**src/verilog/wb_pkg.sv**
```systemverilog
// Wishbone fabric definitions
`default_nettype none

package wb_pkg;

   ////////////////////////////////////////
   // Bus widths
   ////////////////////////////////////////

   // Data path width in bits
   localparam int WB_DATA_W = 32;
   // Byte address width
   localparam int WB_ADDR_W = 32;
   // One select bit per data byte
   localparam int WB_SEL_W = WB_DATA_W / 8;

   ////////////////////////////////////////
   // Slave memory and fabric size
   ////////////////////////////////////////

   // SRAM depth in 32-bit words, byte window 0 .. 1023
   localparam int SRAM_DEPTH = 256;
   // Word index width
   localparam int SRAM_AW = $clog2(SRAM_DEPTH);

   // Peer masters sharing the slave bus
   localparam int NUM_MASTERS = 2;
   // Width of a master index (grant, last served)
   localparam int MST_IDX_W = (NUM_MASTERS > 1) ? $clog2(NUM_MASTERS) : 1;

   ////////////////////////////////////////
   // Request and response payloads
   ////////////////////////////////////////

   // Master to slave, 71 bits
   typedef struct packed {
      logic [WB_DATA_W-1:0] dat;  // write data
      logic [WB_ADDR_W-1:0] adr;  // byte address
      logic [WB_SEL_W-1:0]  sel;
      logic                 we;
      logic                 cyc;
      logic                 stb;
   } wb_req_t;

   // Slave to master, 34 bits
   // ack and err are one-cycle pulses, never together
   typedef struct packed {
      logic [WB_DATA_W-1:0] dat;  // read data
      logic                 ack;
      logic                 err;
   } wb_rsp_t;

endpackage : wb_pkg

`default_nettype wire

```
**src/verilog/wb_stagging.sv**
```systemverilog
// Wishbone staging register
`timescale 1ns/1ps
`default_nettype none

// Holding flops between one master and the interconnect
// Both directions are registered so the fabric sees a flop on each side
// Costs one idle cycle between back-to-back transactions
module wb_stagging (
   input  logic            clk_i,
   input  logic            rst_n,
   // Master side
   input  wb_pkg::wb_req_t m_req_i,
   output wb_pkg::wb_rsp_t m_rsp_o,
   // Interconnect side
   output wb_pkg::wb_req_t s_req_o,
   input  wb_pkg::wb_rsp_t s_rsp_i
);

   import wb_pkg::*;

   // Holding register is occupied
   logic    busy_q;
   // Captured master request
   wb_req_t req_q;
   // Response delayed by one cycle toward the master
   wb_rsp_t rsp_q;
   // Slave side finished the staged transfer
   logic    slv_done;
   // Load a new request this cycle
   logic    take_req;

   assign slv_done = s_rsp_i.ack | s_rsp_i.err;

   // Only free when nothing is held and no response is still in flight
   // toward the master, otherwise the same strobe would be taken twice
   assign take_req = m_req_i.stb & ~busy_q & ~rsp_q.ack & ~rsp_q.err;

   ////////////////////////////////////////
   // Request path
   ////////////////////////////////////////

   always_ff @(posedge clk_i) begin
      if (!rst_n) begin
         busy_q <= 1'b0;
         req_q  <= '0;
      end else if (take_req) begin
         busy_q <= 1'b1;
         req_q  <= m_req_i;
      end else if (busy_q && slv_done) begin
         // Drop cyc/stb and payload together once the slave answers
         busy_q <= 1'b0;
         req_q  <= '0;
      end
   end

   ////////////////////////////////////////
   // Response path
   ////////////////////////////////////////

   // Flopped every cycle, no qualification
   always_ff @(posedge clk_i) begin
      if (!rst_n) begin
         rsp_q <= '0;
      end else begin
         rsp_q <= s_rsp_i;
      end
   end

   assign s_req_o = req_q;
   assign m_rsp_o = rsp_q;

endmodule : wb_stagging

`default_nettype wire

```
**config.mk**
```make
export PLATFORM = sky130hd
export DESIGN_NAME = wb_stagging
export DESIGN_NICKNAME = d
export VERILOG_FILES = /design/src/verilog/wb_pkg.sv /design/src/verilog/wb_stagging.sv
export SDC_FILE = /design/constraint.sdc
export NUM_CORES = 1
export LEC_CHECK = 0
export BUFFER_PORTS_ARGS = -buffer_cell sky130_fd_sc_hd__clkbuf_2
export CAP_MARGIN = 20
export CORE_UTILIZATION = 41
export CTS_CLUSTER_DIAMETER = 60
export DETAILED_ROUTE_END_ITERATION = 16
export MAX_ROUTING_LAYER = met4
export PLACE_DENSITY = 0.79
export SKIP_CTS_REPAIR_TIMING = 1
export SYNTH_ARGS = -nofsm -noshare
export SYNTH_HDL_FRONTEND = slang
export SYNTH_SLANG_ARGS = --single-unit
export TNS_END_PERCENT = 5
```
**constraint.sdc**
```tcl
create_clock -name clk_i -period 2 [get_ports clk_i]
set_input_delay 0.2 -clock clk_i [delete_from_list [all_inputs] [get_ports clk_i]]
set_output_delay 0.2 -clock clk_i [all_outputs]
set_load 0.01 [all_outputs]
```
After elaboration in Yosys (flattened, before gate mapping) --
Cells that the tools add are included.
Storage, ports and cells: register bits 106, input port bits 107, output and inout port bits 105, word-level logic and storage cells 23
Cells by class: multiplexer cells 4, bitwise gates (word level) 7, reductions and logical operators 2
Operators with widths (count):
- $mux 71 | 2
- $and 1x1->1 | 3
- $not 1->1 | 3
- $mux 1 | 2
- $reduce_bool 2->1 | 1
- $logic_and 1x1->1 | 1
- $or 1x1->1 | 1

Depth between registers and ports, before layout --
depth in word-level cells 5, gate-level depth with buffers 5, mapped depth without buffers 3

Least setup slack after synthesis --
Ideal clock, no wire load.
kind flip-flop to flip-flop, start point register rsp_q, in the netlist m_rsp_o[0], end point register req_q, in the netlist s_req_o[10], library setup time 0.117 ns, data arrival time 1.313 ns, data required time 1.883 ns, setup slack 0.570 ns, stages on the path, launching flop included 6, path buffers 2, clock period less this slack 1.430 ns, cell sequence dfxtp_1 nor4b_4 and3b_1 buf_6 buf_6 a22o_1
Between the ends: cells in the longest elaborated chain, start to end 3, elaborated cells on any way between the ends 4, those cells by class 1 x mux; 2 x bitwise; 1 x reduce/logical
Ends and longest elaborated chain:
- start: declaration | RTL line wb_stagging.sv:26 | wb_rsp_t rsp_q;
- start signal: assignment | RTL line wb_stagging.sv:65 | rsp_q <= s_rsp_i;
- $not 1->1 * | RTL line wb_stagging.sv:36 | assign take_req = m_req_i.stb & ~busy_q & ~rsp_q.ack & ~rsp_q.err;
- $and 1x1->1 * | RTL line wb_stagging.sv:36
- $mux 71 / $reduce_bool 2->1 (equally long branches)
- end signal: assignment | RTL line wb_stagging.sv:48 | req_q <= m_req_i;
- end: declaration | RTL line wb_stagging.sv:24 | wb_req_t req_q;
Mark *: on every way between the ends. The rest lies on a longest branch, timed or not. A chain may end at the register's enable or synchronous reset.

Worst setup path after layout --
start point register busy_q, end point register req_q, in the netlist s_req_o[23]
Between the ends: cells in the longest elaborated chain, start to end 5, elaborated cells on any way between the ends 7, those cells by class 1 x mux; 4 x bitwise; 2 x reduce/logical
Ends and longest elaborated chain:
- start: declaration | RTL line wb_stagging.sv:22 | logic busy_q;
- start signal: assignment | RTL line wb_stagging.sv:44 | busy_q <= 1'b0;
- start signal: assignment | RTL line wb_stagging.sv:47 | busy_q <= 1'b1;
- start signal: assignment | RTL line wb_stagging.sv:51 | busy_q <= 1'b0;
- $not 1->1 | RTL line wb_stagging.sv:36
- $and 1x1->1 (3 in a row) | RTL line wb_stagging.sv:36
- $mux 71 / $reduce_bool 2->1 (equally long branches)
Parallel ways exist; a longest one is shown, timed or not.

==> out/qor.csv <==
metric;value;unit
status;complete, no violations;
first-pass GRT wire length;11.8;mm
Met3 Wirelength;697;µm
CTS tree;done;
GRT Overall Usage;0.189;
Crit path max-delay family;simple AND/OR/NAND/NOR gates;
Post-Synth XOR/XNOR Area;0;
Die X;89.8;µm
Post-Syn Instances;239;
Final Cell Area;4400;µm²
# clock sinks;106;
final instance count without filler cells;550;
DRC errors left;0;
reg2reg path depth;4;
core area;7370;µm²
clock insertion delay at the later pin of the skew report;350;ps
ratio of cells with drive above 1 in the final layout;0.514;
Netlist cell types;12;
Post-Synth Simple-Gate Area;0.0847;
Hold Path Depth;2;
wl on met1;3.28;mm
peak supply drop;0.422;mV
Fin Setup TNS;0;ps
CP Capture Type;register;
FF/Latch Area;2120;µm²
IO Pins;212;
Cell Area, Synth;3160;µm²
Syn Area/Cell;13.2;µm²
met2 WL;3.34;mm
nets@finish;553;
dpl cell area;4240;µm²
clk_skew;13.2;ps
CTS buffer count;9;
die span in y;89.8;µm
Synth-to-Final Area Change;39.2;%
pwr/cell area;878;nW/µm²
critical path peak fanout;44;
GR Overflow Total;0;
Die ar.;8070;µm²
number of setup violations in the final report;0;
CTS root buf;clkbuf_8;
crit path DAT;1850;ps
Yosys warnings;0;
CP peak stage delay;350;ps
IO buf count;211;
row count;31;
ANT cells;0;
Synth Area in Adders;0;
top layer in use;met4;
R2R Setup Slk;390;ps
Peak Freq;620;MHz
Synth Area in Compound Gates;0.199;
critical path type;register to register;
detailed-route wire length;7.43;mm
RSZ-0062 raised after global routing;false;
drt wl/cell;13.5;µm
fillers;624;
Clock Tree Buf Depth;2;
DRT Pass-1 Iters;4;
vias in the first global route;2439;
Max Cap Viol;0;
min Tclk post-route;1610;ps
CP max stage cell;dfxtp_1;
Worst-Margin Slew;461;ps
final count of pins violating max slew;0;
HP Class;input pin to register;
via count;2555;
post-synthesis sequential area ratio;0.671;
clock transition at the registers of the reported paths;100;ps
largest family of logic cells by synthesized area;compound AO/OA/AOI/OAI gates;
H-Tree Depth;3;
Lkg Pwr;2.25;nW
fin util;0.597;
largest net degree at the start of global routing;45;
Final Cycle Share;0.807;
vias per inst;4.65;
Antenna Violating Nets Remaining;0;
critical path, cell by cell;nor4b_4, and3b_2, buf_4, a22o_1;
area of the multi-input gates;898;µm²
Syn Nets;346;
Initial Util;0.429;
Slew headroom;0.693;
final hold vios;0;
#FFs+latches synth;106;
GP Congestion;0.754;
Total Power;3.86;mW
mux cell area share after synthesis;0;
Worst Path Buf+Inv;1;
Post-DP HPWL;5.53;mm
initial antenna violation count;0;
startpoint types;register;
placed insts;534;
initial DRC count;56;
Levels on crit path;4;
CP required;2240;ps
## power by group
group	switching, mW	internal (mW)	total, mW
clock	0.668	0.455	1.12
combinational	0.223	0.233	0.456
sequential	0.0568	2.23	2.29
## state kept, by name, summed over array words and instances (netlist names)
name and count:
s_req_o 71, busy_q 1, m_rsp_o 34
## cell type report
| type | instances | share of cell area |
|---|---|---|
| flip-flops and latches | 106 | 0.482 |
| repair buffers | 216 | 0.248 |
| multi-input cells | 113 | 0.204 |
| clock buffers | 12 | 0.0307 |
| well taps | 99 | 0.0281 |
| clock inverters | 4 | 0.00654 |
## cells in the mapped netlist
library cell | number | share of area
o21ai_0 | 1 | 0.0016
buf_2 | 8 | 0.013
dfxtp_1 | 106 | 0.67
clkbuf_1 | 4 | 0.0047
nor2b_1 | 2 | 0.0040
nor2_1 | 1 | 0.0012
nor4b_4 | 1 | 0.0075
and3b_1 | 1 | 0.0028
a22o_1 | 70 | 0.19
and2_1 | 35 | 0.069
a21oi_1 | 2 | 0.0032
buf_6 | 8 | 0.028
## worst paths after layout
check                                         startpoint                        to
worst min register to register  s_req_o[39]$_SDFFE_PN0P_  s_req_o[39]$_SDFFE_PN0P_
worst min-delay path                          s_rsp_i[7]     m_rsp_o[7]$_SDFF_PN0_
worst max register to register       busy_q$_SDFFE_PN0P_  s_req_o[23]$_SDFFE_PN0P_
worst max-delay path                 busy_q$_SDFFE_PN0P_  s_req_o[23]$_SDFFE_PN0P_
## routing by layer
metal / up-vias / GRT usage
met1: 1141 / 0.232
met5: - / -
met3: 9 / 0.0685
met2: 136 / 0.287
li1: 1269 / -
met4: 0 / 0.0656
## layout by cell type, fill, tap and decap left out
cell        instances
clkbuf_2          211
a21oi_1             2
and2_1             34
nor2b_1             2
clkbuf_8            9
dfxtp_1           106
buf_4               5
and3b_2             1
a22o_1             70
and2_2              1
clkbuf_1            3
clkinvlp_4          2
o21ai_0             1
clkinv_2            1
nor2_1              1
nor4b_4             1
clkinv_4            1
## cell families (layout without fill, tap and decap cells)
kind of cell,count (synthesis),in the layout
DFF,106,106
AOI/OAI and AO/OA,73,73
and+or+nand+nor,40,40
buffers and inverters,20,232
## stage by stage
step | worst slack [ps] | hold WS (ps)
after CTS | 393 | 27.1
after global routing | 320 | 19.8
after detailed placement | 404 | 408
after floorplan | 570 | 322
final | 386 | 47.5
after global placement | 450 | 405
(Power assumes the default switching activity.)
